<file path="src/rtl/fetch_mux_defines.svh">
`ifndef FETCH_MUX_DEFINES_SVH
`define FETCH_MUX_DEFINES_SVH

// ==========================================================================
// Widths of the instruction-mux stage
// ==========================================================================

// One fetched cache line, 64 bytes
`define LINE_W 512

// Aligned window that holds the four slot instructions
`define WIN_W 192

// Fixed instruction width, three parcels
`define INS_W 48

`define PC_W 32

// Alignment granule of the instruction stream
`define PARCEL_W 16

// Number of instructions in one pipeline group
`define SLOTS 4

// Byte distance between the PCs of neighbouring slots
`define INS_BYTES 6

// Reset vector, also the default target and return PC
`define RST_PC 32'hFFFC_0100

`endif

</file>
<file path="src/rtl/fetch_mux_pkg.sv">
`include "fetch_mux_defines.svh"

package fetch_mux_pkg;

	// ======================================================================
	// Plain vector types
	// ======================================================================

	typedef logic [`PC_W-1:0] pc_t;
	typedef logic [`LINE_W-1:0] cline_t;
	typedef logic [`WIN_W-1:0] window_t;
	typedef logic [`INS_W-1:0] ins_t;

	// Interrupt priority level as carried in the group header
	typedef logic [5:0] ipl_t;

	// ======================================================================
	// Instruction encoding
	// ======================================================================

	// The opcode sits in bits 6:0 of every instruction
	// A zero parcel decodes as a NOP so that padding and reset values agree
	typedef enum logic [6:0] {
		OP_NOP = 7'h00,
		OP_ALU = 7'h04,
		OP_BSR = 7'h20,
		OP_RET = 7'h21,
		OP_BCC = 7'h28
	} opcode_e;

	// ======================================================================
	// Pipeline group
	// ======================================================================

	// One registered slot of the group
	typedef struct packed {
		ins_t ins;
		pc_t  pc;
		// Slot holds an instruction that may execute
		logic v;
		// Slot was emptied by single-step mode
		logic ssm;
		// Branch predicted taken for this slot
		logic bt;
	} slot_t;

	// Slot 0 is the lowest element and comes first in program order
	typedef slot_t [`SLOTS-1:0] group_t;

	// Per-slot control masks computed ahead of the slot registers
	typedef struct packed {
		logic [`SLOTS-1:0] v;
		logic [`SLOTS-1:0] ssm;
		logic [`SLOTS-1:0] nop;
	} slot_ctl_t;

	// PC of a slot inside the group starting at pc0
	function automatic pc_t fn_slot_pc(pc_t pc0, int unsigned idx);
		return pc0 + pc_t'(`INS_BYTES * idx);
	endfunction

endpackage

</file>
<file path="src/rtl/fetch_mux_top.sv">
`timescale 1ns/1ps
`include "fetch_mux_defines.svh"

module fetch_mux_top (
	input  logic                     clk,
	input  logic                     rst_i,
	input  fetch_mux_pkg::cline_t    cline_i,
	input  fetch_mux_pkg::pc_t       pc0_i,
	input  logic [`SLOTS-1:0]        takb_i,
	input  logic                     en_i,
	input  logic                     stall_i,
	input  logic                     ssm_i,
	input  logic                     irq_i,
	input  fetch_mux_pkg::ipl_t      ipl_i,
	input  logic                     stomp_i,
	input  logic                     branchmiss_i,
	input  fetch_mux_pkg::pc_t       miss_pc_i,
	output fetch_mux_pkg::group_t    group_o,
	output logic                     do_call_o,
	output logic                     do_branch_o,
	output logic                     do_ret_o,
	output fetch_mux_pkg::pc_t       tgt_o,
	output fetch_mux_pkg::pc_t       ret_pc_o,
	output logic                     hwi_o,
	output fetch_mux_pkg::ipl_t      ipl_o,
	output logic                     nop_o
);
	import fetch_mux_pkg::*;

	window_t window;
	logic redundant;
	logic stage_en;
	slot_ctl_t ctl;

	// ======================================================================
	// Alignment and control
	// ======================================================================

	line_align u_align (
		.clk         (clk),
		.rst_i       (rst_i),
		.stage_en_i  (stage_en),
		.cline_i     (cline_i),
		.pc0_i       (pc0_i),
		.window_o    (window),
		.redundant_o (redundant)
	);

	mux_ctrl u_ctrl (
		.clk          (clk),
		.rst_i        (rst_i),
		.en_i         (en_i),
		.stall_i      (stall_i),
		.ssm_i        (ssm_i),
		.irq_i        (irq_i),
		.stomp_i      (stomp_i),
		.branchmiss_i (branchmiss_i),
		.redundant_i  (redundant),
		.pc0_i        (pc0_i),
		.miss_pc_i    (miss_pc_i),
		.ipl_i        (ipl_i),
		.stage_en_o   (stage_en),
		.ctl_o        (ctl),
		.hwi_o        (hwi_o),
		.ipl_o        (ipl_o),
		.nop_o        (nop_o)
	);

	// ======================================================================
	// Slot registers and flow detection
	// ======================================================================

	// Each slot takes its own 48-bit field of the aligned window
	for (genvar g = 0; g < `SLOTS; g++) begin : g_slot
		slot_reg u_slot (
			.clk        (clk),
			.rst_i      (rst_i),
			.stage_en_i (stage_en),
			.valid_i    (ctl.v[g]),
			.ssm_i      (ctl.ssm[g]),
			.nop_i      (ctl.nop[g]),
			.takb_i     (takb_i[g]),
			.ins_i      (window[g*`INS_W +: `INS_W]),
			.pc_i       (fn_slot_pc(pc0_i, g)),
			.slot_o     (group_o[g])
		);
	end

	flow_detect u_flow (
		.group_i     (group_o),
		.stomp_i     (stomp_i),
		.do_call_o   (do_call_o),
		.do_branch_o (do_branch_o),
		.do_ret_o    (do_ret_o),
		.tgt_o       (tgt_o),
		.ret_pc_o    (ret_pc_o)
	);

endmodule

</file>
<file path="src/rtl/flow_detect.sv">
`timescale 1ns/1ps
`include "fetch_mux_defines.svh"

module flow_detect (
	input  fetch_mux_pkg::group_t group_i,
	input  logic                  stomp_i,
	output logic                  do_call_o,
	output logic                  do_branch_o,
	output logic                  do_ret_o,
	output fetch_mux_pkg::pc_t    tgt_o,
	output fetch_mux_pkg::pc_t    ret_pc_o
);
	import fetch_mux_pkg::*;

	// Signed displacement field in bits 47:24
	localparam int DISP_LSB = 24;
	localparam int DISP_W = 24;

	logic [`SLOTS-1:0] is_call;
	logic [`SLOTS-1:0] is_bcc;
	logic [`SLOTS-1:0] is_ret;
	pc_t slot_tgt [`SLOTS];

	// ======================================================================
	// Per-slot decode
	// ======================================================================

	always_comb begin
		for (int i = 0; i < `SLOTS; i++) begin
			is_call[i] = group_i[i].ins[6:0] == OP_BSR;
			is_bcc[i] = group_i[i].ins[6:0] == OP_BCC;
			is_ret[i] = group_i[i].ins[6:0] == OP_RET;
			// PC-relative target, displacement sign-extended to PC width
			slot_tgt[i] = group_i[i].pc + {{(`PC_W-DISP_W){group_i[i].ins[DISP_LSB+DISP_W-1]}},
				group_i[i].ins[DISP_LSB +: DISP_W]};
		end
	end

	// ======================================================================
	// First change of flow in slot order
	// ======================================================================

	always_comb begin
		do_call_o = 1'b0;
		do_branch_o = 1'b0;
		do_ret_o = 1'b0;
		for (int i = `SLOTS - 1; i >= 0; i--) begin
			// Walking down from slot 3 lets the earliest slot win
			if (is_call[i] || is_bcc[i]) begin
				do_branch_o = 1'b1;
				do_call_o = is_call[i];
				do_ret_o = 1'b0;
			end else if (is_ret[i]) begin
				do_branch_o = 1'b0;
				do_call_o = 1'b0;
				do_ret_o = 1'b1;
			end
		end
		// A stomped group must not redirect fetch
		if (stomp_i) begin
			do_call_o = 1'b0;
			do_branch_o = 1'b0;
			do_ret_o = 1'b0;
		end
	end

	// Target of the first call or branch, returns do not block it
	always_comb begin
		tgt_o = `RST_PC;
		for (int i = `SLOTS - 1; i >= 0; i--)
			if (is_call[i] || is_bcc[i])
				tgt_o = slot_tgt[i];
	end

	// Return address of the first call in the group
	always_comb begin
		ret_pc_o = `RST_PC;
		for (int i = `SLOTS - 1; i >= 0; i--)
			if (is_call[i])
				ret_pc_o = group_i[i].pc + pc_t'(`INS_BYTES);
	end

	always_comb begin
		a_call_ret_excl: assert (!(do_call_o && do_ret_o))
			else $error("flow_detect: call and return flagged together");
	end

endmodule

</file>
<file path="src/rtl/line_align.sv">
`timescale 1ns/1ps
`include "fetch_mux_defines.svh"

module line_align (
	input  logic                     clk,
	input  logic                     rst_i,
	input  logic                     stage_en_i,
	input  fetch_mux_pkg::cline_t    cline_i,
	input  fetch_mux_pkg::pc_t       pc0_i,
	output fetch_mux_pkg::window_t   window_o,
	output logic                     redundant_o
);
	import fetch_mux_pkg::*;

	// Number of parcels appended above the line so a group that runs off
	// the end still reads defined NOP parcels
	localparam int PAD_PARCELS = `WIN_W / `PARCEL_W;

	logic [`PARCEL_W-1:0] nop_parcel;
	logic [`LINE_W+`WIN_W-1:0] ext_line;
	logic [`LINE_W+`WIN_W-1:0] shifted;
	window_t prev_window;
	pc_t prev_pc;

	assign nop_parcel = `PARCEL_W'(OP_NOP);

	// ======================================================================
	// Alignment on the group PC
	// ======================================================================

	assign ext_line = {{PAD_PARCELS{nop_parcel}}, cline_i};

	// PC bits 5:1 give the parcel index inside the 64-byte line
	assign shifted = ext_line >> {pc0_i[5:1], 4'd0};
	assign window_o = shifted[`WIN_W-1:0];

	// ======================================================================
	// Redundant group detection
	// ======================================================================

	// Remember the last group accepted by the stage
	always_ff @(posedge clk) begin
		if (rst_i) begin
			prev_window <= '0;
			prev_pc <= '0;
		end else if (stage_en_i) begin
			prev_window <= window_o;
			prev_pc <= pc0_i;
		end
	end

	// Same PC and same aligned bits means fetch is replaying a group
	assign redundant_o = (prev_pc == pc0_i) && (prev_window == window_o);

	a_window_known: assert property (
		@(posedge clk) disable iff (rst_i) !$isunknown(window_o)
	) else $error("line_align: aligned window holds unknown bits");

endmodule

</file>
<file path="src/rtl/mux_ctrl.sv">
`timescale 1ns/1ps
`include "fetch_mux_defines.svh"

module mux_ctrl (
	input  logic                      clk,
	input  logic                      rst_i,
	input  logic                      en_i,
	input  logic                      stall_i,
	input  logic                      ssm_i,
	input  logic                      irq_i,
	input  logic                      stomp_i,
	input  logic                      branchmiss_i,
	input  logic                      redundant_i,
	input  fetch_mux_pkg::pc_t        pc0_i,
	input  fetch_mux_pkg::pc_t        miss_pc_i,
	input  fetch_mux_pkg::ipl_t       ipl_i,
	output logic                      stage_en_o,
	output fetch_mux_pkg::slot_ctl_t  ctl_o,
	output logic                      hwi_o,
	output fetch_mux_pkg::ipl_t       ipl_o,
	output logic                      nop_o
);
	import fetch_mux_pkg::*;

	logic prev_ssm;
	logic ssm_first;
	logic ssm_cont;
	logic [`SLOTS-1:0] miss_nop;

	// The stage advances only when fetch offers a group and decode can take it
	assign stage_en_o = en_i & ~stall_i;

	// ======================================================================
	// Single-step history
	// ======================================================================

	always_ff @(posedge clk) begin
		if (rst_i)
			prev_ssm <= 1'b0;
		else if (stage_en_o)
			prev_ssm <= ssm_i;
	end

	// First group of a single-step run lets one instruction through
	assign ssm_first = ssm_i & ~prev_ssm;
	assign ssm_cont = ssm_i & prev_ssm;

	// ======================================================================
	// Slot masks
	// ======================================================================

	// Slots that lie before the miss PC were already executed on the
	// correct path, so they must not run again
	always_comb begin
		for (int i = 0; i < `SLOTS; i++)
			miss_nop[i] = branchmiss_i && (fn_slot_pc(pc0_i, i) < miss_pc_i);
	end

	always_comb begin
		ctl_o = '0;
		for (int i = 0; i < `SLOTS; i++) begin
			// Only slot 0 survives the first single-step cycle
			if (i == 0)
				ctl_o.v[i] = ~irq_i & ~stomp_i & ~ssm_cont;
			else
				ctl_o.v[i] = ~irq_i & ~stomp_i & ~ssm_i;

			// A replayed group is dropped outright and carries no ssm marks
			if (redundant_i) begin
				ctl_o.ssm[i] = 1'b0;
				ctl_o.nop[i] = 1'b1;
			end else if (ssm_first) begin
				ctl_o.ssm[i] = (i != 0);
				ctl_o.nop[i] = (i != 0) | miss_nop[i];
			end else if (ssm_cont) begin
				ctl_o.ssm[i] = 1'b1;
				ctl_o.nop[i] = 1'b1;
			end else begin
				ctl_o.ssm[i] = 1'b0;
				ctl_o.nop[i] = miss_nop[i];
			end
		end
	end

	// ======================================================================
	// Group header
	// ======================================================================

	// Priority level travels with the group it was sampled for
	always_ff @(posedge clk) begin
		if (rst_i) begin
			hwi_o <= 1'b0;
			ipl_o <= '0;
			nop_o <= 1'b0;
		end else if (stage_en_o) begin
			hwi_o <= irq_i;
			ipl_o <= ipl_i;
			nop_o <= stomp_i;
		end
	end

	// A slot emptied by single-step mode is never valid and always loads a NOP
	a_ssm_slot_empty: assert property (
		@(posedge clk) disable iff (rst_i)
		((ctl_o.ssm & ctl_o.v) == '0) && ((ctl_o.ssm & ~ctl_o.nop) == '0)
	) else $error("mux_ctrl: single-step slot left valid or loaded");

endmodule

</file>
<file path="src/rtl/slot_reg.sv">
`timescale 1ns/1ps
`include "fetch_mux_defines.svh"

module slot_reg (
	input  logic                 clk,
	input  logic                 rst_i,
	input  logic                 stage_en_i,
	input  logic                 valid_i,
	input  logic                 ssm_i,
	input  logic                 nop_i,
	input  logic                 takb_i,
	input  fetch_mux_pkg::ins_t  ins_i,
	input  fetch_mux_pkg::pc_t   pc_i,
	output fetch_mux_pkg::slot_t slot_o
);
	import fetch_mux_pkg::*;

	ins_t nop_ins;
	ins_t ins_sel;

	// A NOP is the opcode alone with every other field zero
	assign nop_ins = ins_t'(OP_NOP);

	// Emptied slots keep their PC so later stages still see program order
	assign ins_sel = nop_i ? nop_ins : ins_i;

	always_ff @(posedge clk) begin
		if (rst_i) begin
			slot_o.ins <= nop_ins;
			slot_o.pc <= `RST_PC;
			slot_o.v <= 1'b0;
			slot_o.ssm <= 1'b0;
			slot_o.bt <= 1'b0;
		end else if (stage_en_i) begin
			slot_o.ins <= ins_sel;
			slot_o.pc <= pc_i;
			slot_o.v <= valid_i;
			slot_o.ssm <= ssm_i;
			// Prediction bit from fetch rides along unchanged
			slot_o.bt <= takb_i;
		end
	end

endmodule

</file>
<file path="config.mk">
export PLATFORM = sky130hd
export DESIGN_NAME = fetch_mux_top
export DESIGN_NICKNAME = d
export VERILOG_FILES = /design/src/rtl/fetch_mux_pkg.sv /design/src/rtl/fetch_mux_top.sv /design/src/rtl/flow_detect.sv /design/src/rtl/line_align.sv /design/src/rtl/mux_ctrl.sv /design/src/rtl/slot_reg.sv
export VERILOG_INCLUDE_DIRS = /design/src /design/src/rtl
export SDC_FILE = /design/constraint.sdc
export NUM_CORES = 2
export LEC_CHECK = 0
export BUFFER_PORTS_ARGS = -buffer_cell sky130_fd_sc_hd__buf_2
export CAP_MARGIN = 20
export CELL_PAD_IN_SITES_DETAIL_PLACEMENT = 0
export CELL_PAD_IN_SITES_GLOBAL_PLACEMENT = 2
export CORE_MARGIN = 2
export CORE_UTILIZATION = 32
export DETAILED_ROUTE_END_ITERATION = 16
export PLACE_DENSITY_LB_ADDON = 0.15
export SLEW_MARGIN = 20
export SYNTH_ARGS = -nofsm -noshare
export SYNTH_HDL_FRONTEND = slang
export SYNTH_SLANG_ARGS = --single-unit
</file>
<file path="constraint.sdc">
create_clock -name clk -period 6.55 [get_ports clk]
set_clock_uncertainty 0.05 [all_clocks]
set_input_delay 0.655 -clock clk [delete_from_list [all_inputs] [get_ports clk]]
set_output_delay 0.655 -clock clk [all_outputs]
set_load 0.01 [all_outputs]
</file>
# ---- Yosys cells after proc, flatten, opt, wreduce, memory -nomap -nowiden
# Index checks and enable logic that the tools add are counted.
dict set report word_totals {
  register_bits 561
  in_bits 594
  out_inout_bits 407
  word_cells 127
}
dict set report classes {
  addsub 11
  n_lt_le_gt_ge 4
  eq_ne 14
  shift 1
  muxes 54
  bitwise 12
  n_reduce_logical 9
}
# operator count
set op_table {}
lappend op_table {{$shr A512 B9 Y192} 1}
lappend op_table {{$mux W32} 8}
lappend op_table {{$eq A192 B192 Y1} 1}
lappend op_table {{$mux W48} 4}
lappend op_table {{$add A32 B3 Y32 const B} 5}
lappend op_table {{$add A32 B32 Y32} 4}
lappend op_table {{$lt A32 B32 Y1} 4}
lappend op_table {{$eq A7 B6 Y1 const B} 12}
lappend op_table {{$mux W1} 42}
lappend op_table {{$add A32 B4 Y32 const B} 1}
lappend op_table {{$add A32 B5 Y32 const B} 1}
lappend op_table {{$eq A32 B32 Y1} 1}
lappend op_table {{$and A1 B1 Y1} 6}
lappend op_table {{$not A1 Y1} 6}
lappend op_table {{$logic_and A1 B1 Y1} 5}
lappend op_table {{$logic_or A1 B1 Y1} 4}

# ---- Depth between registers and ports, before layout
dict set report depth {
  depth_word 10
  mapped_depth 28
  depth_no_buf 20
}

# ---- By module
# From an unflattened synthesis, not the netlist that was laid out.
dict set report unflattened {
  cells_unflattened 7945
  area_unflattened_um2 65878.2
}
# mod instances cells_per_inst area_each_um2 seq_area_each_um2
set modules_own_cells {}
lappend modules_own_cells {line_align 1 4295 36595.1 4484.3}
lappend modules_own_cells {slot_reg 4 327 3271.9 1661.6}
lappend modules_own_cells {flow_detect 1 1459 9834.4 0.0}
lappend modules_own_cells {mux_ctrl 1 631 4645.7 180.2}
lappend modules_own_cells {fetch_mux_top 1 252 1715.4 0.0}

# ---- Worst setup path after synthesis
# Ideal clock, no wire load.
dict set report synth_timing {
  path_type {input port to flip-flop}
  start {in pc0_i[4]}
  end {reg g_slot[3].u_slot.slot_o[52] (netlist bit)}
  setup_time_ns 0.131
  arrival_time_ns 6.258
  required_ns 6.369
  slack_ns 0.111
  path_stages 27
  n_path_buf 10
  cell_sequence {clkbuf_1 > buf_2 > buf_2 > buf_2 > buf_2 > buf_1 > clkbuf_1 > buf_1 > a21oi_1 > nand3b_1 > nor2_1 > nand2_1 > xnor2_1 > ha_1 > a21oi_1 > nor2b_1 > o21ai_0 > nand2b_1 > a21oi_1 > nor2b_1 > o211ai_1 > a21oi_1 > or4b_2 > o21ai_0 > clkbuf_1 > clkbuf_1 > o41ai_1}
}
dict set report synth_via {
  elab_chain_cells 7
  word_cells_on_any_way 11
  cone_classes {add/sub (1); order compare (1); eq/ne (2); shift (1); mux (4); reduce/logical (2)}
}
# item line
set synth_rtl {}
lappend synth_rtl {{start: declaration} fetch_mux_top.sv:8} ;# input fetch_mux_pkg::pc_t pc0_i,
lappend synth_rtl {{$add A32 B5 Y32} n/a}
lappend synth_rtl {{via g_slot[3].u_slot.pc_i[17]} slot_reg.sv:13} ;# input fetch_mux_pkg::pc_t pc_i,
lappend synth_rtl {{$lt A32 B32 Y1} mux_ctrl.sv:56} ;# miss_nop[i] = branchmiss_i && (fn_slot_pc(pc0_i, i) < miss_pc_i);
lappend synth_rtl {{$logic_and A1 B1 Y1} mux_ctrl.sv:56}
lappend synth_rtl {{$mux W1} mux_ctrl.sv:75} ;# end else if (ssm_cont) begin
lappend synth_rtl {{$mux W1} mux_ctrl.sv:72} ;# end else if (ssm_first) begin
lappend synth_rtl {{$mux W1} mux_ctrl.sv:69} ;# if (redundant_i) begin
lappend synth_rtl {{$mux W48} slot_reg.sv:25} ;# assign ins_sel = nop_i ? nop_ins : ins_i;
lappend synth_rtl {{end: declaration} slot_reg.sv:14} ;# output fetch_mux_pkg::slot_t slot_o
# The timed path passes the listed nets, and every way through them passes these cells.
# A chain may end at the register's enable or synchronous reset.

==> results.py <==
metrics = {
    "status": {
        "status": "finished, final reports clean",
    },
    "yosys": {
        "synth-edff-count": 0,
        "synth_area_um2": 60600,
        "post_synth_fa_ha_maj_area_fraction_pct": 5.39,
        "synth_mux_area_share_pct": 27.0,
        "yosys.area.top_type": "mux4_2",
        "synth_top_family_by_area": "multiplexers",
        "syn-num-nets": 7919,
        "synthSimpleGateAreaFrac_pct": 16.8,
        "ys_seq_elements": 539,
        "synthDistinctLibCells": 85,
        "avgSynthCellArea_um2": 8.58,
        "synth-seq-area-share_pct": 17.8,
        "synthTopCellsByArea": "mux4_2 (19%), dfxtp_1 (18%), mux2i_1 (6.7%), nand2_1 (5.8%), ha_1 (5.3%)",
        "synth_top_area_share_pct": 18.6,
        "synth_compound_area_share_pct": 20.7,
        "synth_cells": 7066,
        "async_flop_share_pct": 0,
        "ys.flop_type": "dfxtp_1",
        "synth-xor-area-share_pct": 6.66,
        "synth-warning-count": 0,
    },
    "floorplan": {
        "initial_utilization_pct": 32.2,
        "pin_count": 1001,
        "fp.dieH_um": 439,
        "core_area_um2": 188000,
        "die_area_um2": 193000,
        "placementRows": 159,
        "die_w_um": 439,
    },
    "cts": {
        "clk_pin_slew_ns": 0.06,
        "cts_tree": "built",
        "cts.path.max_buffers": 3,
        "clkLatencyLatePin_ns": 0.69,
        "post_cts_buffers": 0,
        "htree_levels": 2,
        "numCtsBuffers": 57,
        "cts_sinks": 539,
        "ctsHoldBuffers": 0,
        "clockRootBuffer": "clkbuf_16",
        "ctsResizeCount": 0,
    },
    "final_layout": {
        "fillers": 19700,
        "final_layout_size_suffix_gt1_share_pct": 28.1,
        "nets": 8810,
        "area_growth_pct": 18.5,
        "fin_util_pct": 38.2,
        "final_cell_mix": "buf_2 (994), nand2_1 (934), nor2_1 (639)",
        "final_common_cell": "buf_2",
    },
    "setup_path": {
        "slowest_delay_ns": 0.94,
        "path_cells": "ha_1 -> inv_1 -> fa_1 -> nor2b_1 -> o31ai_1 -> a211oi_1 -> a21boi_0 -> nor3b_1 -> o2111ai_1 -> a31oi_1 -> o22ai_1 -> xnor2_1 -> a22oi_1 -> o21ai_0 -> buf_2",
        "cp.arrival_ns": 5.40,
        "cpMaxStageDelayCell": "dfxtp_1",
        "required_ns": 5.84,
        "cp-end-kind": "output pin",
        "crit_fanout": 8,
        "criticalPathCategory": "flip-flop to output pin",
        "start_kind": "flip-flop",
    },
    "timing": {
        "setup_violations": 0,
        "max_freq_mhz": 164,
        "drv_slew": 0,
        "finalSetupTns_ns": 0,
        "rsz0062_at_grt": "no",
        "min_period_over_period_pct": 93.1,
        "tightestPinTransition_ns": 1.22,
        "finalHoldViolCount": 0,
        "slew-limit-headroom_pct": 18.2,
        "period_minus_slack_ns": 6.10,
    },
    "global_route": {
        "antenna_found_initial": 30,
        "grt_pass1_wl_um": 574000,
        "grt_pass1_vias": 65500,
        "grt.total_usage_pct": 42.7,
        "overflow": 0,
        "grt_max_degree": 190,
    },
    "place": {
        "port_buffers": 1000,
        "gp_congestion": 1.04,
        "place_hpwl_um": 352000,
    },
    "detailed_routing": {
        "firstDrtPassIters": 7,
        "totalWireLength_um": 429000,
        "top_layer": "met5",
        "first_iter_violations": 8089,
        "wl_per_cell_um": 40.8,
        "viasPerCell": 6.53,
        "wl_met2_um": 193000,
        "wl_met3_um": 35900,
        "drc": 0,
        "routed-via-count": 68600,
        "ant_nets": 0,
        "met1Wirelength_um": 162000,
    },
    "power": {
        "p_leak_nw": 29.6,
        "p_per_area_nw_per_um2": 180,
        "peakVddDrop_mv": 0.209,
    },
    "flow_run": {
        "maxCapViolCount": 0,
    },
    "worst_hold_path": {
        "hold_class": "primary input to flip-flop",
    },
}
==> worst max-delay path, delay by kind of cell (launching register included) <==
family | cells | cell delay [ns]
buf+inv | 2 | 0.25
compound gates | 8 | 2.14
simple gates | 2 | 0.50
flops | 1 | 0.94
xor+xnor | 1 | 0.17
fa+ha+maj | 2 | 0.73
==> cells by family after synthesis <==
group,after synthesis
simple gates,2272
compound gates,1803
mux,998
buf+inv,734
flops,539
xor+xnor,461
fa+ha+maj,259
==> layout make-up <==
cell class / count / area, um^2 / area share, %
Antenna cell: 16 / 40.0 / 0.0557
Clock buffer: 82 / 1650 / 2.30
Clock inverter: 19 / 218 / 0.303
Inverter: 96 / 373 / 0.519
Multi-Input combinational cell: 5793 / 46500 / 64.8
Sequential cell: 539 / 10800 / 15.0
Tap cell: 2495 / 3120 / 4.35
Timing Repair Buffer: 1470 / 9100 / 12.7
==> flip-flops by register name, summed over array words and instances, names as in the netlist <==
register and flops:
g_slot.u_slot.slot_o 306, u_align.prev_window 192, u_align.prev_pc 32, u_ctrl.ipl_o 6, u_ctrl.hwi_o 1, u_ctrl.nop_o 1
u_ctrl.prev_ssm 1
==> where the power goes <==
part | internal (mW) | total (mW) | switching, mW | leakage (nW)
Clock | 1.84 | 3.36 | 1.53 | 0.925
Sequential | 3.46 | 3.77 | 0.312 | 4.41
Combinational | 2.02 | 5.77 | 3.75 | 24.2
Total | 7.31 | 12.9 | 5.59 | 29.6
==> stage by stage <==
stage                     worst slack, ns  hold slack [ns]  instance area, um^2  power (mW)  instances
after floorplan                     0.111            0.387                60600        6.57       7066
final                               0.449            0.185                71800        12.9      10500
after detailed placement            0.257            0.393                69900        9.41      10400
after CTS                           0.361            0.154                71800        12.8      10500
after global placement              0.261            0.386                69900        9.41      10400
after global routing                0.266            0.189                71800        13.2      10500
==> synth_stat cells (all sizes together) (14+ instances only) <==
| library cell | number |
|---|---|
| mux2i | 407 |
| o21a | 23 |
| a2111oi | 20 |
| o21bai | 20 |
| a211o | 20 |
| o22a | 15 |
| nand3b | 55 |
| mux4 | 500 |
| and4 | 14 |
| nor2 | 648 |
| inv | 94 |
| a2bb2oi | 15 |
| a32oi | 37 |
| a22o | 14 |
| a221oi | 56 |
| and3 | 56 |
| and2 | 37 |
| o21ai | 214 |
| nor3 | 111 |
| nand4 | 77 |
| o22ai | 116 |
| nor2b | 72 |
| a21o | 88 |
| or2 | 27 |
| o31ai | 22 |
| a21oi | 419 |
| clkbuf | 323 |
| o221ai | 54 |
| o41ai | 186 |
| o2bb2ai | 14 |
| nand2b | 49 |
| nand3 | 113 |
| ha | 255 |
| a31oi | 49 |
| a22oi | 56 |
| o211ai | 41 |
| a211oi | 203 |
| xor2 | 184 |
| xnor2 | 277 |
| nand2 | 935 |
| dfxtp | 539 |
| nor4 | 34 |
| a221o | 16 |
| buf | 315 |
| mux2 | 91 |
==> per-layer routing <==
metal  global-route usage [%]  vias up
li1                         -    28800
met1                     51.6    34700
met2                     68.0     4177
met3                     8.11      937
met4                     30.3       14
met5                    0.174        -
==> path summary, 6_finish.rpt <==
path                            depth (start not counted)                          end                       start  slack (ns)
worst min-delay path                                    3              u_ctrl.ipl_o[0]                    ipl_i[0]        0.18
worst max-delay path                                   15                    tgt_o[28]          u_align.prev_pc[0]        0.45
worst max register to register                         14  g_slot[3].u_slot.slot_o[52]          u_align.prev_pc[7]        0.81
worst min register to register                          2   g_slot[0].u_slot.slot_o[2]  g_slot[0].u_slot.slot_o[2]        0.40
(Power assumes the default switching activity.)
